`src/axi_adapter_pkg.sv`:
```
// shared widths and channel structs for the cache-to-bus adapter, imported by RTL and testbench
package axi_adapter_pkg;

  // --------------------
  // widths
  // --------------------
  localparam int unsigned ADDR_WIDTH      = 32;
  localparam int unsigned DATA_WIDTH      = 64;
  localparam int unsigned STRB_WIDTH      = DATA_WIDTH / 8;
  localparam int unsigned ID_WIDTH        = 4;
  // words are 8 bytes, so the word select starts at bit 3
  localparam int unsigned WORD_OFFSET_LSB = 3;

  typedef logic [ADDR_WIDTH-1:0] addr_t;
  typedef logic [DATA_WIDTH-1:0] word_t;
  typedef logic [STRB_WIDTH-1:0] strb_t;
  typedef logic [ID_WIDTH-1:0]   id_t;

  // beat size code, 0 to 3 for 1, 2, 4 or 8 bytes
  typedef logic [2:0] size_t;

  // --------------------
  // bus channels
  // --------------------
  typedef struct packed {
    addr_t      addr;
    logic [7:0] len;
    size_t      size;
    id_t        id;
  } aw_chan_t;

  typedef struct packed {
    word_t data;
    strb_t strb;
    logic  last;
  } w_chan_t;

  // outgoing write beat before the last flag is attached
  typedef struct packed {
    word_t data;
    strb_t strb;
  } wbeat_t;

  typedef struct packed {
    id_t id;
  } b_chan_t;

  // read address has the same fields as write address
  typedef aw_chan_t ar_chan_t;

  typedef struct packed {
    word_t data;
    id_t   id;
    logic  last;
  } r_chan_t;

  // adapter to bus
  typedef struct packed {
    logic     aw_valid;
    aw_chan_t aw;
    logic     w_valid;
    w_chan_t  w;
    logic     b_ready;
    logic     ar_valid;
    ar_chan_t ar;
    logic     r_ready;
  } axi_req_t;

  // bus to adapter
  typedef struct packed {
    logic    aw_ready;
    logic    w_ready;
    logic    b_valid;
    b_chan_t b;
    logic    ar_ready;
    logic    r_valid;
    r_chan_t r;
  } axi_rsp_t;

endpackage

```
`src/beat_counter.sv`:
```
// burst beat counter, cleared by the adapter FSM and stepped once per data handshake
`timescale 1ns/1ns

module beat_counter #(
  parameter int unsigned LINE_WORDS = 4
) (
  input  logic                          clk_i,
  input  logic                          rst_ni,
  input  logic                          start_i,
  input  logic                          line_i,
  input  logic                          step_i,
  output logic [$clog2(LINE_WORDS)-1:0] beat_o,
  output logic                          last_o
);

  localparam int unsigned IDX_W = $clog2(LINE_WORDS);
  localparam logic [IDX_W-1:0] LINE_LAST = IDX_W'(LINE_WORDS - 1);

  logic [IDX_W-1:0] beat_q;
  logic [IDX_W-1:0] final_q;

  always_ff @(posedge clk_i or negedge rst_ni) begin
    if (!rst_ni) begin
      beat_q  <= '0;
      final_q <= '0;
    end else if (start_i) begin
      // a beat taken in the start cycle already counts
      beat_q  <= step_i ? IDX_W'(1) : '0;
      final_q <= line_i ? LINE_LAST : '0;
    end else if (step_i) begin
      beat_q <= beat_q + IDX_W'(1);
    end
  end

  assign beat_o = beat_q;
  assign last_o = (beat_q == final_q);

endmodule

```
`src/line_buffer.sv`:
```
// line data path, picks write beats from the client line and assembles read beats into a line
`timescale 1ns/1ns

module line_buffer
  import axi_adapter_pkg::*;
#(
  parameter int unsigned LINE_WORDS = 4
) (
  input  logic                          clk_i,
  input  logic                          rst_ni,
  input  word_t [LINE_WORDS-1:0]        wdata_i,
  input  strb_t [LINE_WORDS-1:0]        be_i,
  input  logic [$clog2(LINE_WORDS)-1:0] beat_i,
  output wbeat_t                        wbeat_o,
  input  logic                          rd_start_i,
  input  logic                          line_i,
  input  logic [$clog2(LINE_WORDS)-1:0] offset_i,
  input  r_chan_t                       r_i,
  input  logic                          r_take_i,
  output word_t [LINE_WORDS-1:0]        line_o,
  output id_t                           id_o,
  output word_t                         crit_o,
  output logic                          crit_valid_o
);

  localparam int unsigned IDX_W = $clog2(LINE_WORDS);

  logic [IDX_W-1:0]       offset_q;
  logic                   line_q;
  word_t [LINE_WORDS-1:0] data_q;
  id_t                    id_q;

  // --------------------
  // write side
  // --------------------
  assign wbeat_o.data = wdata_i[beat_i];
  assign wbeat_o.strb = be_i[beat_i];

  // --------------------
  // read side
  // --------------------

  // offset and line flag are sampled at the ar handshake
  always_ff @(posedge clk_i or negedge rst_ni) begin
    if (!rst_ni) begin
      offset_q <= '0;
      line_q   <= 1'b0;
    end else if (rd_start_i) begin
      offset_q <= offset_i;
      line_q   <= line_i;
    end
  end

  // a single read lands in word 0 since its beat index is 0
  always_ff @(posedge clk_i) begin
    if (r_take_i) begin
      data_q[beat_i] <= r_i.data;
      id_q           <= r_i.id;
    end
  end

  assign line_o = data_q;
  assign id_o   = id_q;

  // critical word goes straight from the bus beat
  assign crit_o       = r_i.data;
  assign crit_valid_o = r_take_i && line_q && (beat_i == offset_q);

endmodule

```
`src/adapter_fsm.sv`:
```
// control FSM of the adapter, runs the bus handshakes and the client grant and completion
`timescale 1ns/1ns

module adapter_fsm
  import axi_adapter_pkg::*;
#(
  parameter int unsigned LINE_WORDS = 4
) (
  input  logic     clk_i,
  input  logic     rst_ni,
  // client side
  input  logic     req_i,
  input  logic     we_i,
  input  logic     line_i,
  input  addr_t    addr_i,
  input  size_t    size_i,
  input  id_t      id_i,
  output logic     gnt_o,
  output logic     busy_o,
  output logic     valid_o,
  output id_t      bid_o,
  output logic     id_sel_o,
  // bus side
  input  axi_rsp_t axi_rsp_i,
  output axi_req_t axi_req_o,
  // data path and counter
  input  wbeat_t   wbeat_i,
  output logic     cnt_start_o,
  output logic     cnt_step_o,
  input  logic     last_i,
  output logic     rd_start_o,
  output logic     r_take_o
);

  localparam int unsigned IDX_W    = $clog2(LINE_WORDS);
  localparam int unsigned LINE_LSB = WORD_OFFSET_LSB + IDX_W;
  localparam logic [7:0]  LEN_LINE = 8'(LINE_WORDS - 1);
  localparam addr_t       LINE_MASK = ~addr_t'((64'd1 << LINE_LSB) - 64'd1);

  typedef enum logic [2:0] {
    S_IDLE,
    S_AW,        // single write, data gone, aw pending
    S_W_AW,      // line write, beats and aw both pending
    S_AW_BURST,  // line write, all beats gone, aw pending
    S_W,         // aw done, sending beats
    S_B,
    S_R,
    S_RC
  } state_e;

  state_e state_q, state_d;

  logic [7:0] len;

  assign len = line_i ? LEN_LINE : 8'd0;

  always_comb begin
    axi_req_o = '0;

    // line writes start at the line-aligned address
    axi_req_o.aw.addr = line_i ? (addr_i & LINE_MASK) : addr_i;
    axi_req_o.aw.len  = len;
    axi_req_o.aw.size = size_i;
    axi_req_o.aw.id   = id_i;

    axi_req_o.w.data = wbeat_i.data;
    axi_req_o.w.strb = wbeat_i.strb;
    axi_req_o.w.last = last_i;

    // line reads start at the line-aligned address
    axi_req_o.ar.addr = line_i ? (addr_i & LINE_MASK) : addr_i;
    axi_req_o.ar.len  = len;
    axi_req_o.ar.size = size_i;
    axi_req_o.ar.id   = id_i;

    gnt_o      = 1'b0;
    valid_o    = 1'b0;
    cnt_step_o = 1'b0;
    rd_start_o = 1'b0;
    r_take_o   = 1'b0;
    state_d    = state_q;

    case (state_q)
      S_IDLE: begin
        if (req_i && we_i) begin
          axi_req_o.aw_valid = 1'b1;
          axi_req_o.w_valid  = 1'b1;
          // counter final index is not loaded yet in this cycle
          axi_req_o.w.last   = ~line_i;
          cnt_step_o         = axi_rsp_i.w_ready;
          if (!line_i) begin
            gnt_o = axi_rsp_i.aw_ready & axi_rsp_i.w_ready;
            case ({axi_rsp_i.aw_ready, axi_rsp_i.w_ready})
              2'b11:   state_d = S_B;
              2'b10:   state_d = S_W;
              2'b01:   state_d = S_AW;
              default: state_d = S_IDLE;
            endcase
          end else begin
            case ({axi_rsp_i.aw_ready, axi_rsp_i.w_ready})
              2'b11,
              2'b10:   state_d = S_W;
              2'b01:   state_d = S_W_AW;
              default: state_d = S_IDLE;
            endcase
          end
        end else if (req_i) begin
          axi_req_o.ar_valid = 1'b1;
          gnt_o              = axi_rsp_i.ar_ready;
          rd_start_o         = axi_rsp_i.ar_ready;
          if (axi_rsp_i.ar_ready) begin
            state_d = S_R;
          end
        end
      end

      S_W_AW: begin
        axi_req_o.aw_valid = 1'b1;
        axi_req_o.w_valid  = 1'b1;
        cnt_step_o         = axi_rsp_i.w_ready;
        case ({axi_rsp_i.aw_ready, axi_rsp_i.w_ready})
          2'b11: begin
            gnt_o   = last_i;
            state_d = last_i ? S_B : S_W;
          end
          2'b10:   state_d = S_W;
          2'b01:   state_d = last_i ? S_AW_BURST : S_W_AW;
          default: state_d = S_W_AW;
        endcase
      end

      S_AW, S_AW_BURST: begin
        axi_req_o.aw_valid = 1'b1;
        if (axi_rsp_i.aw_ready) begin
          gnt_o   = 1'b1;
          state_d = S_B;
        end
      end

      S_W: begin
        axi_req_o.w_valid = 1'b1;
        cnt_step_o        = axi_rsp_i.w_ready;
        if (axi_rsp_i.w_ready && last_i) begin
          gnt_o   = 1'b1;
          state_d = S_B;
        end
      end

      S_B: begin
        // ready only while the response is offered
        axi_req_o.b_ready = axi_rsp_i.b_valid;
        if (axi_rsp_i.b_valid) begin
          valid_o = 1'b1;
          state_d = S_IDLE;
        end
      end

      S_R: begin
        axi_req_o.r_ready = 1'b1;
        if (axi_rsp_i.r_valid) begin
          r_take_o   = 1'b1;
          cnt_step_o = 1'b1;
          if (axi_rsp_i.r.last) begin
            state_d = S_RC;
          end
        end
      end

      S_RC: begin
        valid_o = 1'b1;
        state_d = S_IDLE;
      end

      default: state_d = S_IDLE;
    endcase
  end

  always_ff @(posedge clk_i or negedge rst_ni) begin
    if (!rst_ni) begin
      state_q <= S_IDLE;
    end else begin
      state_q <= state_d;
    end
  end

  // keeps the beat index at 0 in every idle cycle
  assign cnt_start_o = (state_q == S_IDLE) || (state_d == S_IDLE);

  assign busy_o   = (state_q != S_IDLE);
  assign bid_o    = axi_rsp_i.b.id;
  assign id_sel_o = (state_q == S_RC);

endmodule

```
`src/axi_adapter_top.sv`:
```
// top level of the cache-to-bus adapter, connects the FSM, beat counter and line buffer
`timescale 1ns/1ns

module axi_adapter_top
  import axi_adapter_pkg::*;
#(
  parameter int unsigned LINE_WORDS = 4
) (
  input  logic                   clk_i,
  input  logic                   rst_ni,
  // client request
  input  logic                   req_i,
  input  logic                   we_i,
  input  logic                   line_i,
  input  addr_t                  addr_i,
  input  size_t                  size_i,
  input  id_t                    id_i,
  input  word_t [LINE_WORDS-1:0] wdata_i,
  input  strb_t [LINE_WORDS-1:0] be_i,
  // client response
  output logic                   gnt_o,
  output logic                   busy_o,
  output logic                   valid_o,
  output word_t [LINE_WORDS-1:0] rdata_o,
  output id_t                    id_o,
  output word_t                  crit_o,
  output logic                   crit_valid_o,
  // bus
  output axi_req_t               axi_req_o,
  input  axi_rsp_t               axi_rsp_i
);

  localparam int unsigned IDX_W = $clog2(LINE_WORDS);

  logic [IDX_W-1:0] beat;
  logic             cnt_last;
  logic             cnt_start;
  logic             cnt_step;
  logic             rd_start;
  logic             r_take;
  logic             id_sel;
  wbeat_t           wbeat;
  id_t              bid;
  id_t              rid;

  adapter_fsm #(
    .LINE_WORDS (LINE_WORDS)
  ) u_fsm (
    .clk_i       (clk_i),
    .rst_ni      (rst_ni),
    .req_i       (req_i),
    .we_i        (we_i),
    .line_i      (line_i),
    .addr_i      (addr_i),
    .size_i      (size_i),
    .id_i        (id_i),
    .gnt_o       (gnt_o),
    .busy_o      (busy_o),
    .valid_o     (valid_o),
    .bid_o       (bid),
    .id_sel_o    (id_sel),
    .axi_rsp_i   (axi_rsp_i),
    .axi_req_o   (axi_req_o),
    .wbeat_i     (wbeat),
    .cnt_start_o (cnt_start),
    .cnt_step_o  (cnt_step),
    .last_i      (cnt_last),
    .rd_start_o  (rd_start),
    .r_take_o    (r_take)
  );

  beat_counter #(
    .LINE_WORDS (LINE_WORDS)
  ) u_beat_counter (
    .clk_i   (clk_i),
    .rst_ni  (rst_ni),
    .start_i (cnt_start),
    .line_i  (line_i),
    .step_i  (cnt_step),
    .beat_o  (beat),
    .last_o  (cnt_last)
  );

  line_buffer #(
    .LINE_WORDS (LINE_WORDS)
  ) u_line_buffer (
    .clk_i        (clk_i),
    .rst_ni       (rst_ni),
    .wdata_i      (wdata_i),
    .be_i         (be_i),
    .beat_i       (beat),
    .wbeat_o      (wbeat),
    .rd_start_i   (rd_start),
    .line_i       (line_i),
    .offset_i     (addr_i[WORD_OFFSET_LSB +: IDX_W]),
    .r_i          (axi_rsp_i.r),
    .r_take_i     (r_take),
    .line_o       (rdata_o),
    .id_o         (rid),
    .crit_o       (crit_o),
    .crit_valid_o (crit_valid_o)
  );

  // reads report the captured r id, writes the b id
  assign id_o = id_sel ? rid : bid;

endmodule

```
`config.mk`:
```
export PLATFORM = sky130hd
export DESIGN_NAME = axi_adapter_top
export DESIGN_NICKNAME = d
export VERILOG_FILES = /design/src/axi_adapter_pkg.sv /design/src/beat_counter.sv /design/src/line_buffer.sv /design/src/adapter_fsm.sv /design/src/axi_adapter_top.sv
export SDC_FILE = /design/constraint.sdc
export NUM_CORES = 1
export LEC_CHECK = 0
export BUFFER_PORTS_ARGS = -buffer_cell sky130_fd_sc_hd__buf_4
export CAP_MARGIN = 20
export CORE_AREA = 2 2 351 353
export CTS_CLUSTER_DIAMETER = 60
export DETAILED_ROUTE_END_ITERATION = 8
export DIE_AREA = 0 0 353 355
export GPL_TIMING_DRIVEN = 0
export PLACE_DENSITY_LB_ADDON = 0.3
export SYNTH_ARGS = -nofsm -noshare
export SYNTH_HDL_FRONTEND = slang
export SYNTH_SLANG_ARGS = --single-unit
```
`constraint.sdc`:
```
create_clock -name clk_i -period 4.3 [get_ports clk_i]
set_input_delay 0 -clock clk_i [delete_from_list [all_inputs] [get_ports clk_i]]
set_output_delay 0 -clock clk_i [all_outputs]
set_load 0.05 [all_outputs]
```
After elaboration in Yosys (flattened, before gate mapping)

Cells that the tools add are included.

Output and inout port bits: 500
Bits in registers: 270
Logic and storage cells: 95
Input bits: 410

$lt $le $gt $ge: 2
$add $sub $neg: 1
Bitwise gates (word level): 2
Eq/ne operators: 12
Mux-type cells: 54
Reductions and logical operators: 14

Operator list:

| operator                                            | number |
|---|---|
| bitwise mux 256 bit                                 | 1 |
| binary-select mux 64 bit (select 2 bit)             | 1 |
| demux 64 bit (select 2 bit)                         | 1 |
| two-way mux 64 bit                                  | 2 |
| two-way mux 3 bit                                   | 9 |
| two-way mux 1 bit                                   | 23 |
| case mux 3 bit (7 select lines)                     | 1 |
| case mux 3 bit (3 select lines)                     | 2 |
| binary-select mux 8 bit (select 2 bit)              | 1 |
| equality test 3 bit, second input constant          | 4 |
| two-way mux 2 bit                                   | 4 |
| two-way mux 8 bit                                   | 1 |
| equality test 3 x 2 -> 1 bit, second input constant | 2 |
| logical NOT 3 bit                                   | 2 |
| case mux 1 bit (2 select lines)                     | 3 |
| case mux 3 bit (2 select lines)                     | 1 |
| OR reduction 2 bit                                  | 3 |
| logical AND 1 bit                                   | 5 |
| two-way mux 5 bit                                   | 1 |
| equality test 2 bit                                 | 2 |
| equality test 2 bit, second input constant          | 2 |
| two-way mux 4 bit                                   | 1 |
| case mux 1 bit (4 select lines)                     | 1 |
| equality test 3 x 1 -> 1 bit, second input constant | 1 |
| other kinds (11)                                    | 11 |

Logic depth before layout (Yosys ltp)

Depth in word-level cells: 9
Mapped depth: 7

Modules after synthesis

From an unflattened synthesis, not the netlist that was laid out.

Cells, all modules: 672
Area total of the unflattened synthesis: 12095.4 µm²

By module, submodules not included:

| module          | cells each | area an instance (µm²) | instances |
|---|---|---|---|
| line_buffer     | 429        | 10234.8                | 1 |
| adapter_fsm     | 227        | 1676.6                 | 1 |
| beat_counter    | 12         | 138.9                  | 1 |
| axi_adapter_top | 4          | 45.0                   | 1 |

Worst setup path after synthesis

OpenSTA, ideal clock, no wires.

Path type: flip-flop to flip-flop
Start point: register u_fsm.state_q[0]
End point: register u_line_buffer.data_q, in the netlist u_line_buffer.line_o[128], enable pin
Setup slack: 1.032 ns
Cell stages (with the launch flop): 4
Required time: 3.871 ns
Library setup time: 0.429 ns
Arrival: 2.839 ns
Buffers on the path: 1
Cell sequence: dfrtp_1 buf_1 nor3b_1 and2_1

Word-level cells in the longest chain between the ends: 2

Ends and longest elaborated chain:

| item                            | RTL line              | text |
|---|---|---|
| from (decl)                     | adapter_fsm.sv:51     | `state_e state_q, state_d;` |
| from (signal assigned)          | adapter_fsm.sv:182    | `state_q <= state_d;` |
| equality test 3 bit             | adapter_fsm.sv:83     | `case (state_q)` |
| two-way mux 1 bit               | adapter_fsm.sv:83     |  |
| named net r_take                | axi_adapter_top.sv:40 | `logic r_take;` |
| to (signal, indexed assignment) | line_buffer.sv:57     | `data_q[beat_i] <= r_i.data;` |
| to (decl)                       | line_buffer.sv:30     | `word_t [LINE_WORDS-1:0] data_q;` |

The timed path passes the listed nets, and every way through them passes these cells.
A chain may end at the register's enable or synchronous reset.

==> flow_summary.ini <==
[run_status]
status = finished, final reports clean

[worst_setup_path]
r2r-start = u_beat_counter.beat_o[1]
rrSetupSlack_ns = 1.02
cp_num_buf_inv = 4
reg2reg_depth = 6
end_kind = flip-flop
slowest_delay_ns = 0.84
path_cells = buf_2 > buf_1 > inv_1 > ha_1 > and2_4 > buf_16
crit_fanout = 43
critPathLaunchType = flip-flop
crit_required_ns = 4.51
rr_endpoint = u_line_buffer.line_o[32]
worstSetupPathType = reg2reg
crit_arrival_ns = 3.49
slowest_stage = buf_1
crit_family = buffers and inverters

[die]
initial_core_util_pct = 9.46
die_h_um = 355
rows = 128
io_pins = 910
core_um2 = 121000
design.die.area_um2 = 125000
die_w_um = 353

[route]
vias = 9591
viasPerCell = 2.95
drt_iter0_drc = 374
drc = 0
routedWlPerCell_um = 22.0
antenna_left = 0
drtPass1Iterations = 4
wl_um = 71500

[clock_network]
cts_resized = 0
cts_buffer_depth = 3
cts.sinks = 269
cts_tree = yes
cts_root_buf = clkbuf_16
numCtsBuffers = 37
htree_levels = 2
clk_latency_ns = 0.56
path_clk_slew_ns = 0.06

[global_route]
overflow = 0
gr-usage-all-layers_pct = 10.8
grt_pass1_wl_um = 91200
top_usage_layer = met2
grt_pass1_vias = 9955
grt_util_met3_pct = 5.11
grt_max_degree = 51
antenna_found_initial = 20
use_met1_pct = 11.3
grt_util_met2_pct = 19.3

[worst_hold_path]
hold_path_depth = 2
hold_start = line_i
min_to = u_beat_counter.final_q[0]
hp-class = in2reg

[power_and_ir_drop]
p_leak_nw = 9.10
power_mw = 10.9
power_density_nw_per_um2 = 491
peakVddDrop_v = 0.000313

[timing]
slew_viol_final = 0
max_freq_mhz = 304
setup_ws_ns = 1.02
rsz0062_at_grt = no
min_period_over_period_pct = 76.4
slew_headroom_pct = 28.9
hold_viol = 0
period_minus_slack_ns = 3.28
setup_viol = 0
finalClockSkew_ns = 0.0225
fin_tns_setup_ns = 0
worst_pin_slew_ns = 1.07
hold-worst-slack_ns = 0.137

[layout]
final_nets = 2015
fin_area_um2 = 22200
drive_gt1_share_pct = 71.9
num-fill-cells = 13316
area_growth_pct = 93.3
final_cell_mix = buf_4 (1014), edfxtp_1 (260), dlygate4sd3_1 (88), mux4_2 (72), clkbuf_16 (37)
utilization_pct = 18.3
layout.cells.non_filler = 3254
final_common_cell = buf_4

[placement]
placed_area_um2 = 20100
dp_hpwl_um = 59300
gp_congestion = 0.840
place_ws_ns = 0.985
dp.cells = 3099
io_buffers = 861

[synth]
synthFlopType = edfxtp_1
syn_area_per_cell_um2 = 19.2
ys_types = 38
synthCells = 598
synth.cell_area_um2 = 11500
async_reset_ff_share_pct = 3.35
ys_seq_elements = 269
synth-seq-area-share_pct = 69.9
synth_edf_count = 260
yosysWarnings = 0

[flow_run]
maxCapViolCount = 0
[worst max path at each step]
stage | start | endpoint | cells past startpoint
after floorplan | u_fsm.state_q[0] | u_line_buffer.line_o[128] | 3
after global placement | u_fsm.state_q[0] | u_line_buffer.line_o[50] | 3
after detailed placement | u_beat_counter.beat_o[1] | u_line_buffer.line_o[86] | 6
after CTS | u_beat_counter.beat_o[1] | u_line_buffer.line_o[32] | 6
after global routing | u_beat_counter.beat_o[1] | u_line_buffer.line_o[124] | 6
final | u_beat_counter.beat_o[1] | u_line_buffer.line_o[32] | 6
[cells in the mapped netlist, types with 2 or more instances]
master    instances  area (um^2)
o22ai_1           2         12.5
inv_1             6         22.5
dfrtp_1           9          225
mux4_2           72         1620
clkbuf_1          4         15.0
nor3_1            2         10.0
buf_4           153         1150
xnor2_1           3         26.3
or3_1             2         12.5
nor2b_1           6         37.5
a21oi_1           5         25.0
nand3_1           3         15.0
a211oi_1          2         15.0
and2_1            4         25.0
mux2i_1           2         20.0
buf_2            14         70.1
edfxtp_1        260         7810
buf_1             5         18.8
nand2_1           8         30.0
ha_1              4         50.1
a41o_1            2         20.0
o21ai_0           3         15.0
nor3b_1           2         15.0
mux2_2            8         90.1
nor2_1            4         15.0
[logic make-up (layout without fill, tap and decap cells)]
logic type,Yosys count,in the layout,share of synthesized area (%)
compound gates,23,23,1.42
xor+xnor,3,3,0.229
buf+inv,182,1201,11.1
other cells,1,13,0.0327
simple gates,34,34,1.75
flops,269,269,69.9
mux,82,82,15.1
fa+ha+maj,4,4,0.436
[registers in the layout (all words and copies together), names as in the netlist]
signal / flops
u_line_buffer.offset_q: 2
u_fsm.state_q: 3
u_line_buffer.line_q: 1
u_line_buffer.line_o: 256
u_beat_counter.beat_o: 2
u_beat_counter.final_q: 1
u_line_buffer.id_o: 4
[layer usage]
| metal | vias to the layer above | share of wire [%] |
|---|---|---|
| met5 | - | 0.18 |
| met4 | 20 | 2.6 |
| met3 | 97 | 11 |
| met2 | 565 | 51 |
| met1 | 4707 | 35 |
| li1 | 4202 | - |
[worst register-to-register path: cells and delay by family, from the launching register on]
kind                     cells  cell delay (ns)
adder cells (fa/ha/maj)      1             0.23
buffers and inverters        4             1.72
flip-flops                   1             0.53
AND/OR/NAND/NOR              1             0.29
[layout make-up]
cell class                 count  area [um^2]  share of cell area [%]
antenna                        1         2.50                  0.0113
buffer                       176         1250                    5.64
clock buffer                  48          967                    4.36
clock inverter                18          203                   0.913
inverter                       6         22.5                   0.101
multi-input combinational    158         2230                    10.1
sequential                   269         8030                    36.2
tap                         1625         2030                    9.16
timing repair buffer         953         7450                    33.6
[timing repair]
action                                 CTS  global route
setup buffers                            0             0
hold buffers                            88             0
endpoints found under the hold margin  281             0
[report_power, final]
part           internal (mW)  switching (mW)  total (mW)
Combinational           1.69            3.13        4.82
Clock                   1.79            1.23        3.02
Sequential              3.00          0.0565        3.06
Total                   6.48            4.42        10.9
No activity file was read; power rests on OpenSTA's default activity.
